$ cat src/include/uart_params.svh
`ifndef UART_PARAMS_SVH
`define UART_PARAMS_SVH

// Serial timing
`define UART_CLKS_PER_BIT 16 // Clock cycles per serial bit

// Host-side buffering
`define UART_FIFO_DEPTH 16 // Entries in each byte queue

`endif

$ cat src/hw/uart_pkg.sv
package uart_pkg;

    typedef logic [7:0]  byte_t;     // One data byte
    typedef logic [15:0] baud_cnt_t; // Cycle count within a bit period
    typedef logic [3:0]  bit_idx_t;  // Bit position within a frame

    typedef struct packed {
        logic tx_full;        // Transmit queue cannot take a write
        logic rx_empty;       // Nothing to read
        logic rx_frame_error; // Bad stop bit, one-cycle strobe
        logic rx_overrun;     // Received byte dropped, one-cycle strobe
    } uart_status_t;

    typedef enum logic [1:0] {
        TX_IDLE,  // Line high, waiting for a byte
        TX_START, // Driving the start bit
        TX_DATA,  // Eight data bits LSB first
        TX_STOP   // Driving the stop bit
    } tx_state_t;

    typedef enum logic [1:0] {
        RX_IDLE,  // Waiting for a falling edge
        RX_START, // Qualifying the start bit
        RX_DATA,  // Sampling data bits
        RX_STOP   // Judging the stop bit
    } rx_state_t;

endpackage

$ cat src/hw/byte_fifo.sv
module byte_fifo #(
    parameter int DEPTH = 8 // Entries, two or more
) (
    input  logic            clk,
    input  logic            rst_n,
    input  logic            push,      // Write strobe
    input  uart_pkg::byte_t push_data,
    input  logic            pop,       // Head consumed
    output uart_pkg::byte_t head_data, // Show-ahead head byte
    output logic            empty,
    output logic            full,
    output logic            overflow   // Push dropped this cycle
);

    localparam int PTR_W = (DEPTH > 1) ? $clog2(DEPTH) : 1;
    localparam int CNT_W = $clog2(DEPTH + 1);

    uart_pkg::byte_t  mem [DEPTH]; // Circular storage
    logic [PTR_W-1:0] wr_ptr;      // Next free slot
    logic [PTR_W-1:0] rd_ptr;      // Current head
    logic [CNT_W-1:0] count;       // Occupancy
    logic             do_push;
    logic             do_pop;

    // Pointer advance with wrap at DEPTH, any depth allowed
    function automatic logic [PTR_W-1:0] next_ptr(input logic [PTR_W-1:0] ptr);
        if (ptr == PTR_W'(DEPTH - 1)) begin
            return '0;
        end
        return ptr + 1'b1;
    endfunction

    assign empty     = (count == '0);
    assign full      = (count == CNT_W'(DEPTH));
    assign do_push   = push && !full;  // Write accepted
    assign do_pop    = pop && !empty;  // Pop on empty ignored
    assign overflow  = push && full;   // Byte lost
    assign head_data = mem[rd_ptr];    // Combinational read

    always_ff @(posedge clk) begin
        if (!rst_n) begin
            wr_ptr <= '0;
            rd_ptr <= '0;
            count  <= '0;
        end else begin
            if (do_push) begin
                wr_ptr <= next_ptr(wr_ptr);
            end
            if (do_pop) begin
                rd_ptr <= next_ptr(rd_ptr);
            end
            case ({do_push, do_pop})
                2'b10:   count <= count + 1'b1;
                2'b01:   count <= count - 1'b1;
                default: count <= count; // Both or neither
            endcase
        end
    end

    // Storage write
    always_ff @(posedge clk) begin
        if (do_push) begin
            mem[wr_ptr] <= push_data;
        end
    end

endmodule

$ cat src/hw/uart_tx.sv
`include "uart_params.svh"

module uart_tx (
    input  logic            clk,
    input  logic            rst_n,
    input  uart_pkg::byte_t fifo_data,  // Head of transmit queue
    input  logic            fifo_empty,
    output logic            pop,        // Head byte taken this cycle
    output logic            tx_line     // Serial out, idle high
);

    localparam uart_pkg::baud_cnt_t LAST_CNT =
        uart_pkg::baud_cnt_t'(`UART_CLKS_PER_BIT - 1);
    localparam uart_pkg::bit_idx_t LAST_BIT = uart_pkg::bit_idx_t'(7);

    uart_pkg::tx_state_t state;
    uart_pkg::baud_cnt_t baud_cnt;  // Cycles into current bit
    uart_pkg::bit_idx_t  bit_idx;   // Data bit being sent
    uart_pkg::byte_t     shift_reg; // Remaining data bits
    logic                bit_done;  // Last cycle of a bit period
    logic                shifting;

    assign bit_done = (baud_cnt == LAST_CNT);
    assign shifting = bit_done &&
                      ((state == uart_pkg::TX_START) || (state == uart_pkg::TX_DATA));

    // Take the next byte when idle, or straight at the end of a stop bit
    assign pop = !fifo_empty &&
                 ((state == uart_pkg::TX_IDLE) ||
                  ((state == uart_pkg::TX_STOP) && bit_done));

    always_ff @(posedge clk) begin
        if (!rst_n) begin
            state    <= uart_pkg::TX_IDLE;
            baud_cnt <= '0;
            bit_idx  <= '0;
            tx_line  <= 1'b1;
        end else begin
            if ((state == uart_pkg::TX_IDLE) || bit_done) begin
                baud_cnt <= '0;
            end else begin
                baud_cnt <= baud_cnt + 1'b1;
            end

            case (state)
                uart_pkg::TX_IDLE: begin
                    if (pop) begin
                        state   <= uart_pkg::TX_START;
                        tx_line <= 1'b0; // Start bit
                    end
                end
                uart_pkg::TX_START: begin
                    if (bit_done) begin
                        state   <= uart_pkg::TX_DATA;
                        bit_idx <= '0;
                        tx_line <= shift_reg[0]; // LSB first
                    end
                end
                uart_pkg::TX_DATA: begin
                    if (bit_done) begin
                        if (bit_idx == LAST_BIT) begin
                            state   <= uart_pkg::TX_STOP;
                            tx_line <= 1'b1; // Stop bit
                        end else begin
                            bit_idx <= bit_idx + 1'b1;
                            tx_line <= shift_reg[0];
                        end
                    end
                end
                uart_pkg::TX_STOP: begin
                    if (bit_done) begin
                        if (pop) begin
                            state   <= uart_pkg::TX_START; // Back-to-back frame
                            tx_line <= 1'b0;
                        end else begin
                            state <= uart_pkg::TX_IDLE;
                        end
                    end
                end
                default: state <= uart_pkg::TX_IDLE;
            endcase
        end
    end

    // Data path
    always_ff @(posedge clk) begin
        if (pop) begin
            shift_reg <= fifo_data;
        end else if (shifting) begin
            shift_reg <= shift_reg >> 1; // Next bit into position 0
        end
    end

endmodule

$ cat src/hw/uart_rx.sv
`include "uart_params.svh"

module uart_rx (
    input  logic            clk,
    input  logic            rst_n,
    input  logic            rx_line,       // Asynchronous serial in
    output uart_pkg::byte_t rx_byte,       // Last assembled byte
    output logic            rx_byte_valid, // Good frame strobe
    output logic            frame_error    // Low stop bit strobe
);

    localparam uart_pkg::baud_cnt_t LAST_CNT =
        uart_pkg::baud_cnt_t'(`UART_CLKS_PER_BIT - 1);
    localparam uart_pkg::baud_cnt_t MID_CNT =
        uart_pkg::baud_cnt_t'(`UART_CLKS_PER_BIT / 2 - 1);
    localparam uart_pkg::bit_idx_t LAST_BIT = uart_pkg::bit_idx_t'(7);

    logic                sync_q1;   // First synchronizer stage
    logic                line_s;    // Synchronized line
    uart_pkg::rx_state_t state;
    uart_pkg::baud_cnt_t baud_cnt;  // Cycles since last sample point
    uart_pkg::bit_idx_t  bit_idx;   // Data bit being sampled
    uart_pkg::byte_t     shift_reg; // Byte under assembly
    logic                wait_high; // Bad stop seen, line still low
    logic                sample;    // Mid-point of a data or stop bit

    assign sample  = (baud_cnt == LAST_CNT);
    assign rx_byte = shift_reg;

    // Two-flop synchronizer, idles high
    always_ff @(posedge clk) begin
        if (!rst_n) begin
            sync_q1 <= 1'b1;
            line_s  <= 1'b1;
        end else begin
            sync_q1 <= rx_line;
            line_s  <= sync_q1;
        end
    end

    always_ff @(posedge clk) begin
        if (!rst_n) begin
            state         <= uart_pkg::RX_IDLE;
            baud_cnt      <= '0;
            bit_idx       <= '0;
            wait_high     <= 1'b0;
            rx_byte_valid <= 1'b0;
            frame_error   <= 1'b0;
        end else begin
            rx_byte_valid <= 1'b0; // Strobes by default low
            frame_error   <= 1'b0;
            baud_cnt      <= baud_cnt + 1'b1;

            case (state)
                uart_pkg::RX_IDLE: begin
                    baud_cnt <= '0;
                    if (!line_s) begin
                        state <= uart_pkg::RX_START; // Possible start edge
                    end
                end
                uart_pkg::RX_START: begin
                    if (baud_cnt == MID_CNT) begin
                        baud_cnt <= '0; // Count from start bit middle
                        bit_idx  <= '0;
                        if (line_s) begin
                            state <= uart_pkg::RX_IDLE; // Glitch
                        end else begin
                            state <= uart_pkg::RX_DATA;
                        end
                    end
                end
                uart_pkg::RX_DATA: begin
                    if (sample) begin
                        baud_cnt <= '0;
                        if (bit_idx == LAST_BIT) begin
                            state <= uart_pkg::RX_STOP;
                        end else begin
                            bit_idx <= bit_idx + 1'b1;
                        end
                    end
                end
                uart_pkg::RX_STOP: begin
                    if (wait_high) begin
                        baud_cnt <= '0;
                        if (line_s) begin
                            wait_high <= 1'b0;
                            state     <= uart_pkg::RX_IDLE;
                        end
                    end else if (sample) begin
                        baud_cnt <= '0;
                        if (line_s) begin
                            rx_byte_valid <= 1'b1;
                            state         <= uart_pkg::RX_IDLE;
                        end else begin
                            frame_error <= 1'b1; // Byte dropped
                            wait_high   <= 1'b1;
                        end
                    end
                end
                default: state <= uart_pkg::RX_IDLE;
            endcase
        end
    end

    // Byte assembly LSB first
    always_ff @(posedge clk) begin
        if ((state == uart_pkg::RX_DATA) && sample) begin
            shift_reg <= {line_s, shift_reg[7:1]};
        end
    end

endmodule

$ cat src/hw/uart_top.sv
`include "uart_params.svh"

module uart_top (
    input  logic                   clk,
    input  logic                   rst_n,
    input  logic                   tx_write, // One-cycle host write strobe
    input  uart_pkg::byte_t        tx_data,
    input  logic                   rx_read,  // One-cycle host read strobe
    input  logic                   rx_line,  // Serial in
    output logic                   tx_line,  // Serial out
    output uart_pkg::byte_t        rx_data,  // Head of receive queue
    output uart_pkg::uart_status_t status
);

    uart_pkg::byte_t tx_head;        // Next byte to send
    logic            tx_empty;
    logic            tx_full;
    logic            tx_pop;
    uart_pkg::byte_t rx_byte;        // Byte from deserializer
    logic            rx_byte_valid;
    logic            rx_frame_error;
    logic            rx_empty;
    logic            rx_overrun;     // Receive queue dropped a byte

    byte_fifo #(
        .DEPTH(`UART_FIFO_DEPTH)
    ) u_tx_fifo (
        .clk      (clk),
        .rst_n    (rst_n),
        .push     (tx_write),
        .push_data(tx_data),
        .pop      (tx_pop),
        .head_data(tx_head),
        .empty    (tx_empty),
        .full     (tx_full),
        .overflow () // Host watches tx_full instead
    );

    uart_tx u_tx (
        .clk       (clk),
        .rst_n     (rst_n),
        .fifo_data (tx_head),
        .fifo_empty(tx_empty),
        .pop       (tx_pop),
        .tx_line   (tx_line)
    );

    uart_rx u_rx (
        .clk          (clk),
        .rst_n        (rst_n),
        .rx_line      (rx_line),
        .rx_byte      (rx_byte),
        .rx_byte_valid(rx_byte_valid),
        .frame_error  (rx_frame_error)
    );

    byte_fifo #(
        .DEPTH(`UART_FIFO_DEPTH)
    ) u_rx_fifo (
        .clk      (clk),
        .rst_n    (rst_n),
        .push     (rx_byte_valid),
        .push_data(rx_byte),
        .pop      (rx_read),
        .head_data(rx_data),
        .empty    (rx_empty),
        .full     (),        // Overflow strobe reports the loss
        .overflow (rx_overrun)
    );

    // Host status word
    assign status.tx_full        = tx_full;
    assign status.rx_empty       = rx_empty;
    assign status.rx_frame_error = rx_frame_error;
    assign status.rx_overrun     = rx_overrun;

endmodule

$ cat config.mk
export PLATFORM = sky130hd
export DESIGN_NAME = uart_top
export DESIGN_NICKNAME = d
export VERILOG_FILES = /design/src/hw/uart_pkg.sv /design/src/hw/byte_fifo.sv /design/src/hw/uart_tx.sv /design/src/hw/uart_rx.sv /design/src/hw/uart_top.sv
export VERILOG_INCLUDE_DIRS = /design/src /design/src/include
export SDC_FILE = /design/constraint.sdc
export NUM_CORES = 1
export LEC_CHECK = 0
export BUFFER_PORTS_ARGS = -buffer_cell sky130_fd_sc_hd__buf_2
export CAP_MARGIN = 20
export CORE_MARGIN = 2
export CORE_UTILIZATION = 62
export CTS_BUF_LIST = sky130_fd_sc_hd__clkbuf_16
export CTS_CLUSTER_DIAMETER = 200
export DETAILED_ROUTE_END_ITERATION = 6
export GPL_TIMING_DRIVEN = 0
export PLACE_DENSITY_LB_ADDON = 0.08
export SETUP_SLACK_MARGIN = 0.05
export SLEW_MARGIN = 20
export SYNTH_ARGS = -nofsm -noshare
export SYNTH_HDL_FRONTEND = slang
export SYNTH_SLANG_ARGS = --single-unit
$ cat constraint.sdc
create_clock -name clk -period 3.9 [get_ports clk]
set_input_delay 0.195 -clock clk [delete_from_list [all_inputs] [get_ports clk]]
set_output_delay 0.195 -clock clk [all_outputs]
set_load 0.1 [all_outputs]
==> impl_results.md, run 1 <==
- Reg2reg end: u_tx_fifo.count[4]$_SDFFE_PN0P_
- Mapped cell area: 14400 um2
- Min-delay src: tx_data[6]
- Largest area contributor in the netlist: edfxtp_1
- Row cnt: 55
- Fin crit period: 3.49 ns
- Worst-Skew Late Latency: 0.52 ns
- Reg2Reg Depth: 12
- Initial antenna violation count: 0
- EDFF count, synth: 272
- GRT Total Usage: 0.239
- Maxcap violations: 0
- Clock skew: 0.0176 ns
- Nets: 1015
- Layout Area Growth over Synthesis: 12.4%
- Asr flop ratio synth: 0
- Initial DRC Count: 817
- Gate Count Post-Synth: 906
- H-tree depth: 2
- First-pass iteration count of the detailed router: 5
- Setup CP Type: reg2reg
- Fin. max-slew vios: 0
- Period utilization: 0.896
- First-pass GRT wire length: 43900 um
- Post-synth top cells: edfxtp_1, nor2_1, dfxtp_1
- Die width: 156 um
- Setup TNS: 0 ns
- TritonCTS clock tree: done
- CTS sink cnt: 356
- Share of cells above drive strength 1: 0.191
- Top-area cell type share of the netlist area: 0.568
- Total number of vias: 8012
- Die area: 24400 um2
- Buffers on Ports: 25
- RSZ-0062 raised after global routing: no
- Antenna Violating Nets Remaining: 0
- Synth Register Bits: 356
- Count leader, synth: edfxtp_1
- Final hold violations: 0
- P_leak: 0.00533 uW
- Worst EP arrival: 3.93 ns
- Sink of the worst hold path: u_tx_fifo.mem[13][6]$_DFFE_PP_
- CTS Buffer Depth: 3
- Total core area: 22700 um2
- Worst hold path cell count: 1
- Crit Path Max Fanout: 10
- Syn_area_per_cell: 15.9 um2
- Worst hold-check path type: in2reg
- Initial Util: 0.633
- VDD IR-drop max: 0.401 mV
- Clk root buf: clkbuf_16
- Post-Route WL: 28300 um
- Clock buffer count from CTS: 37
- Status: complete, no violations
- Vias per cell: 6.23
- Post-synthesis cell type count: 61
- Top post-synthesis cells by area: edfxtp_1, dfxtp_1, mux4_2, nor2_1, ha_1
- Routability congestion estimate: 0.803
- Synthesis warning total: 0
- FF-to-FF setup slack: 0.41 ns
- Largest regs: u_rx_fifo.mem x128, u_tx_fifo.mem x128
- # Post-CTS Setup Buffers: 0
- CTS clk-pin slew, worst paths: 0.06 ns
- Number of global-route vias before repair: 8052
- Worst r2r src: u_tx_fifo.count[0]$_SDFFE_PN0P_
- Seq/Total Area, Yosys: 0.685
- Antenna diode instance count: 0
- Required time worst endpoint: 4.34 ns
- Synth Flop Type: edfxtp_1
- HPWL after detailed placement: 18500 um
- Ports: 26
- Finish-stage setup viols: 0
- Final core occ: 0.712
- Max_slew headroom: 0.334
- Routed len/inst: 22.0 um
- Setup crit end kind: register
- Grt total ovfl: 0
- Die Y: 156 um
- Mapped Nets: 948
- Max Clock Freq: 286 MHz
- Largest net degree at the start of global routing: 18
- Worst-Margin Slew: 0.995 ns
- Crit path launch type: register
- DRC: 0
- PD cells: 579 nW/um2
[cell families (layout without fill, tap and decap cells)]
logic type                 after synthesis  count (layout)  share of synthesized area
AOI/OAI and AO/OA                       94              94                     0.0423
xor gates and xnor gates                39              39                     0.0238
buffers and inverters                   67             163                     0.0200
DFF                                    356             356                      0.685
and+or+nand+nor                        238             238                     0.0814
adders and majority gates               29              29                     0.0263
muxes                                   83              83                      0.121
[cells in the final DEF (no fill, tap or decap), drive strengths merged, types with 8 or more instances in the layout]
cell type,Yosys,final
o22ai,12,12
a21oi,29,29
nand2b,10,10
clkbuf,22,59
buf,19,44
nor3,18,18
o21ai,16,16
nor2,95,95
nor4,9,9
edfxtp,272,272
o31ai,8,8
ha,27,27
mux4,72,72
xnor2,19,19
xor2,20,20
dfxtp,84,84
nand2,44,44
nand3,16,16
and3,9,9
inv,26,33
clkinv,0,19
[per-layer routing]
layer	GRT usage	vias up	wire, um
li1	-	3610	-
met1	0.342	4082	12200
met2	0.397	274	14000
met3	0.0349	46	1650
met4	0.0590	0	513
met5	0	-	0
[worst max path at each step]
stage / cells after the start / to / slack, ns / start
after global routing: 12 / u_tx_fifo.count[4]$_SDFFE_PN0P_ / 0.06 / u_tx_fifo.count[0]$_SDFFE_PN0P_
after detailed placement: 12 / u_tx_fifo.count[4]$_SDFFE_PN0P_ / 0.37 / u_tx_fifo.count[0]$_SDFFE_PN0P_
after global placement: 12 / u_tx_fifo.count[4]$_SDFFE_PN0P_ / 0.54 / u_tx_fifo.count[0]$_SDFFE_PN0P_
after floorplan: 12 / u_tx_fifo.count[4]$_SDFFE_PN0P_ / 0.87 / u_tx.baud_cnt[5]$_SDFF_PP0_
after CTS: 12 / u_tx_fifo.count[4]$_SDFFE_PN0P_ / 0.35 / u_tx_fifo.count[0]$_SDFFE_PN0P_
final: 12 / u_tx_fifo.count[4]$_SDFFE_PN0P_ / 0.41 / u_tx_fifo.count[0]$_SDFFE_PN0P_
[cell type report]
| cell class | count | area (um2) |
|---|---|---|
| Sequential cell | 356 | 9850 |
| Fill cell | 1436 | 6550 |
| Multi-Input combinational cell | 483 | 4280 |
| Clock buffer | 37 | 926 |
| Tap cell | 285 | 357 |
| Clock inverter | 31 | 303 |
| Buffer | 41 | 190 |
| Timing Repair Buffer | 28 | 155 |
| Inverter | 26 | 97.6 |
[per-stage QoR]
step	setup WS, ns	std cells	power [uW]	area, um2	hold WS, ns
6_report	0.405	1287	9360	16200	0.0545
3_3_place_gp	0.539	1216	5840	14900	0.379
4_1_cts	0.351	1287	9410	16200	0.0430
2_1_floorplan	0.868	906	5560	14400	0.268
3_5_place_dp	0.366	1216	5920	14900	0.380
5_1_grt	0.0643	1287	9720	16200	0.0469
[report_power, final]
group	internal, uW	leakage, uW	switching (uW)	total (uW)
Combinational	623	0.00157	887	1510
Sequential	4250	0.00313	96.9	4350
Clock	2080	0.000627	1420	3500
Total	6960	0.00533	2400	9360
[critical path: stages (launching register included)]
cell and delay, ns:
dfxtp_1 0.36, nor4_1 0.55, nand2_1 0.17, o21ai_2 0.18, clkbuf_1 0.43, inv_1 0.12, ha_1 0.29, fa_1 0.42
a21o_1 0.18, a21oi_1 0.18, xor2_1 0.09, or3_1 0.31, a21oi_1 0.14
[what timing repair did]
action,in CTS,in global routing
resized for setup,0,0
hold buffers,3,0
hold endpoints to repair,2,0
No activity file was read; power rests on OpenSTA's default activity.
==> run 2, diff against run 1 <==
--- a/config.mk
+++ b/config.mk
@@ -9,14 +9,13 @@
 export BUFFER_PORTS_ARGS = -buffer_cell sky130_fd_sc_hd__buf_2
 export CAP_MARGIN = 20
 export CORE_MARGIN = 2
-export CORE_UTILIZATION = 62
+export CORE_UTILIZATION = 56
 export CTS_BUF_LIST = sky130_fd_sc_hd__clkbuf_16
 export CTS_CLUSTER_DIAMETER = 200
 export DETAILED_ROUTE_END_ITERATION = 6
 export GPL_TIMING_DRIVEN = 0
-export PLACE_DENSITY_LB_ADDON = 0.08
+export PLACE_DENSITY_LB_ADDON = 0.1
 export SETUP_SLACK_MARGIN = 0.05
-export SLEW_MARGIN = 20
 export SYNTH_ARGS = -nofsm -noshare
 export SYNTH_HDL_FRONTEND = slang
 export SYNTH_SLANG_ARGS = --single-unit
==> constraint.sdc (replaced) <==
create_clock -name clk -period 2.8 [get_ports clk]
set_input_delay 0.14 -clock clk [delete_from_list [all_inputs] [get_ports clk]]
set_output_delay 0.14 -clock clk [all_outputs]
set_load 0.1 [all_outputs]
==> run 2 against run 1 <==
Global-route usage down 2.8 points; sequential cell count stayed put; via count fell by 2.3%; critical path type unchanged; critical endpoint unchanged; wire length decreased by 2.6%; hold slack worse by 0.040 ns; die area increased by 10%; combinational power increased by 48%; highest routed layer unchanged; power up 37%; first-iteration DRC count is 8.7% lower; count of clock-buffer cells in the layout increased by 2; critical path depth decreased by 1.
==> impl_results.md, run 2 (synthesis gave the netlist of run 1 again) <==
- Antenna Violating Nets Remaining: 0 (unchanged)
- First-pass GRT wire length: 43000 um (-2.1%)
- Maxcap violations: 0 (unchanged)
- Period utilization: 0.971 (+0.0744)
- Area occupied by multi-input gates: 4400 um2 (+2.7%)
- Worst setup margin: 0.0824 ns (-0.323 ns)
- VDD IR-drop max: 0.497 mV (+24%)
- Die width: 164 um (+5.1%)
- Max_slew headroom: 0.332 (-0.00170)
- Final hold violations: 0 (unchanged)
- Grt total ovfl: 0 (unchanged)
- CTS Buffer Depth: 3 (unchanged)
- Initial antenna violation count: 0 (unchanged)
- CP Cell Sequence: or4_4 -> nor4_4 -> o21ai_4 -> inv_4 -> ha_4 -> ha_4 -> a21o_1 -> a21oi_2 -> xor2_1 -> or3_1 -> a21oi_1
- Worst-Skew Late Latency: 0.52 ns (about the same)
- PD cells: 781 nW/um2 (+35%)
- Highest-count cells in the layout ignoring fill and taps: edfxtp_1, nor2_1, dfxtp_1
- Row cnt: 58 (+5.5%)
- Vias per cell: 5.81 (-6.6%)
- Number of global-route vias before repair: 7706 (-4.3%)
- H-tree depth: 2 (unchanged)
- Final core occ: 0.650 (-0.0615)
- Initial Util: 0.571 (-0.0621)
- FF-to-FF setup slack: 0.08 ns (-0.32 ns)
- Setup crit end kind: register
- Required time worst endpoint: 3.23 ns (-1.11 ns)
- Total core area: 25200 um2 (+11%)
- Clock buffer count from CTS: 38 (+2.7%)
- DRC: 0 (unchanged)
- Largest regs: u_rx_fifo.mem x128, u_tx_fifo.mem x128
- Layout Area Growth over Synthesis: 13.9%
- Status: complete, no violations
- Nets: 1030 (+1.5%)
- Finish-stage setup viols: 0 (unchanged)
- Worst EP arrival: 3.14 ns (-0.79 ns)
- Largest net degree at the start of global routing: 18 (unchanged)
- Die area: 27000 um2 (+10%)
- Total number of vias: 7826 (-2.3%)
- Most common cell after layout, fill and taps aside: edfxtp_1
- Fin crit period: 2.72 ns (-0.777 ns)
- CP max stage delay: 0.56 ns (about the same)
- TritonCTS clock tree: done
- Max Clock Freq: 368 MHz (+29%)
- Initial DRC Count: 746 (-8.7%)
- Crit path launch type: register
- Antenna diode instance count: 0 (unchanged)
- RSZ-0062 raised after global routing: yes
- Share of cells above drive strength 1: 0.220 (+0.0299)
- Routed len/inst: 20.5 um (-6.9%)
- Storage cell area: 9860 um2 (+0.13%)
- Buffers on Ports: 25 (unchanged)
- Routability congestion estimate: 0.772 (-3.8%)
- Pre-CTS WS: -0.475 ns (-0.841 ns)
- CTS sink cnt: 356 (unchanged)
- Slowest-stage cell, CP: or4_4
- # fillers: 1788 (+25%)
- Worst hold-check path type: in2reg
- HPWL after detailed placement: 17800 um (-3.8%)
- Crit Path Max Fanout: 5 (-5)
- Post-Route WL: 27600 um (-2.6%)
- Clock skew: 0.0196 ns (+0.00195 ns)
- Clk root buf: clkbuf_16
- GRT Total Usage: 0.212 (-0.0278)
- Ports: 26 (unchanged)
- Crit path top cell by count: ha_4
- Die Y: 164 um (+5.1%)
- P_leak: 0.00536 uW (+0.51%)
- Fin. max-slew vios: 0 (unchanged)
- First-pass iteration count of the detailed router: 5 (unchanged)
- CTS clk-pin slew, worst paths: 0.06 ns (about the same)
- Worst-Margin Slew: 0.994 ns (-0.00143 ns)
- Setup CP Type: reg2reg
## run 2: cell types whose count changed in the layout (fill, tap and decap cells not counted), moves of 4 or more
| cell | change |
|---|---|
| ha_1 | -4 |
| clkinv_1 | +7 |
| nor3_2 | -5 |
| clkbuf_2 | +4 |
| ha_4 | +4 |
| clkbuf_1 | -7 |
| bufinv_16 | -5 |
| buf_4 | +13 |
| dfxtp_1 | -8 |
| nor3_1 | +5 |
| inv_1 | -4 |
| dfxtp_2 | +7 |
## run 2: where the power goes
| group | switching, uW | internal (uW) | leakage, uW |
|---|---|---|---|
| Combinational | 1260 | 983 | 0.00166 |
| Clock | 1950 | 2520 | 0.000560 |
| Sequential | 148 | 5930 | 0.00314 |
| Total | 3350 | 9430 | 0.00536 |
## run 2: per-layer routing
layer	vias up	share of wire	global-route usage
li1	3652	-	-
met1	3911	0.46	0.323
met2	228	0.46	0.325
met3	35	0.067	0.0323
met4	0	0.015	0.0494
met5	-	0	0
## run 2: worst paths after layout
check	cells past startpoint	start	endpoint
setup / recovery	11	u_tx.baud_cnt[9]$_SDFF_PP0_	u_tx_fifo.count[4]$_SDFFE_PN0P_
hold / removal	1	tx_data[6]	u_tx_fifo.mem[15][6]$_DFFE_PP_
setup reg to reg	11	u_tx.baud_cnt[9]$_SDFF_PP0_	u_tx_fifo.count[4]$_SDFFE_PN0P_
hold reg to reg	1	u_rx.sync_q1$_SDFF_PN1_	u_rx.line_s$_SDFF_PN1_
## run 2: area by class of cell
class,count,area share
clock buffers,39,0.0596
flip-flops and latches,356,0.602
plain buffers,39,0.0128
well taps,330,0.0252
inverters,26,0.00611
repair buffers,44,0.0173
clock inverters,29,0.00802
multi-input cells,483,0.269
## run 2: timing repair
item / in CTS / in global routing
hold buffers: 6 / 0
buffers inserted: 6 / 3
setup endpoints to repair: 97 / 10
hold endpoints to repair: 22 / 0
pin swaps: 8 / 4
gates resized for setup: 29 / 20
## run 2: metrics by stage
step / power, uW / instances / setup TNS (ns) / hold WS (ns) / instance area, um2
floorplan: 7830 / 906 / 0 / 0.213 / 14400
global placement: 8300 / 1261 / -21.59 / 0.324 / 15000
detailed placement: 8350 / 1265 / -5.83 / 0.330 / 15000
CTS: 12900 / 1343 / 0 / 0.00152 / 16300
global route: 13300 / 1346 / -0.0516 / 0.0165 / 16400
finish: 12800 / 1346 / 0 / 0.0145 / 16400
## run 2: worst max-delay path, delay by kind of cell (launching register included)
kind	cells	cell delay, ns
buf+inv	1	0.07
simple gates	3	1.23
compound gates	4	0.53
fa+ha+maj	2	0.38
flops	1	0.34
xor+xnor	1	0.08
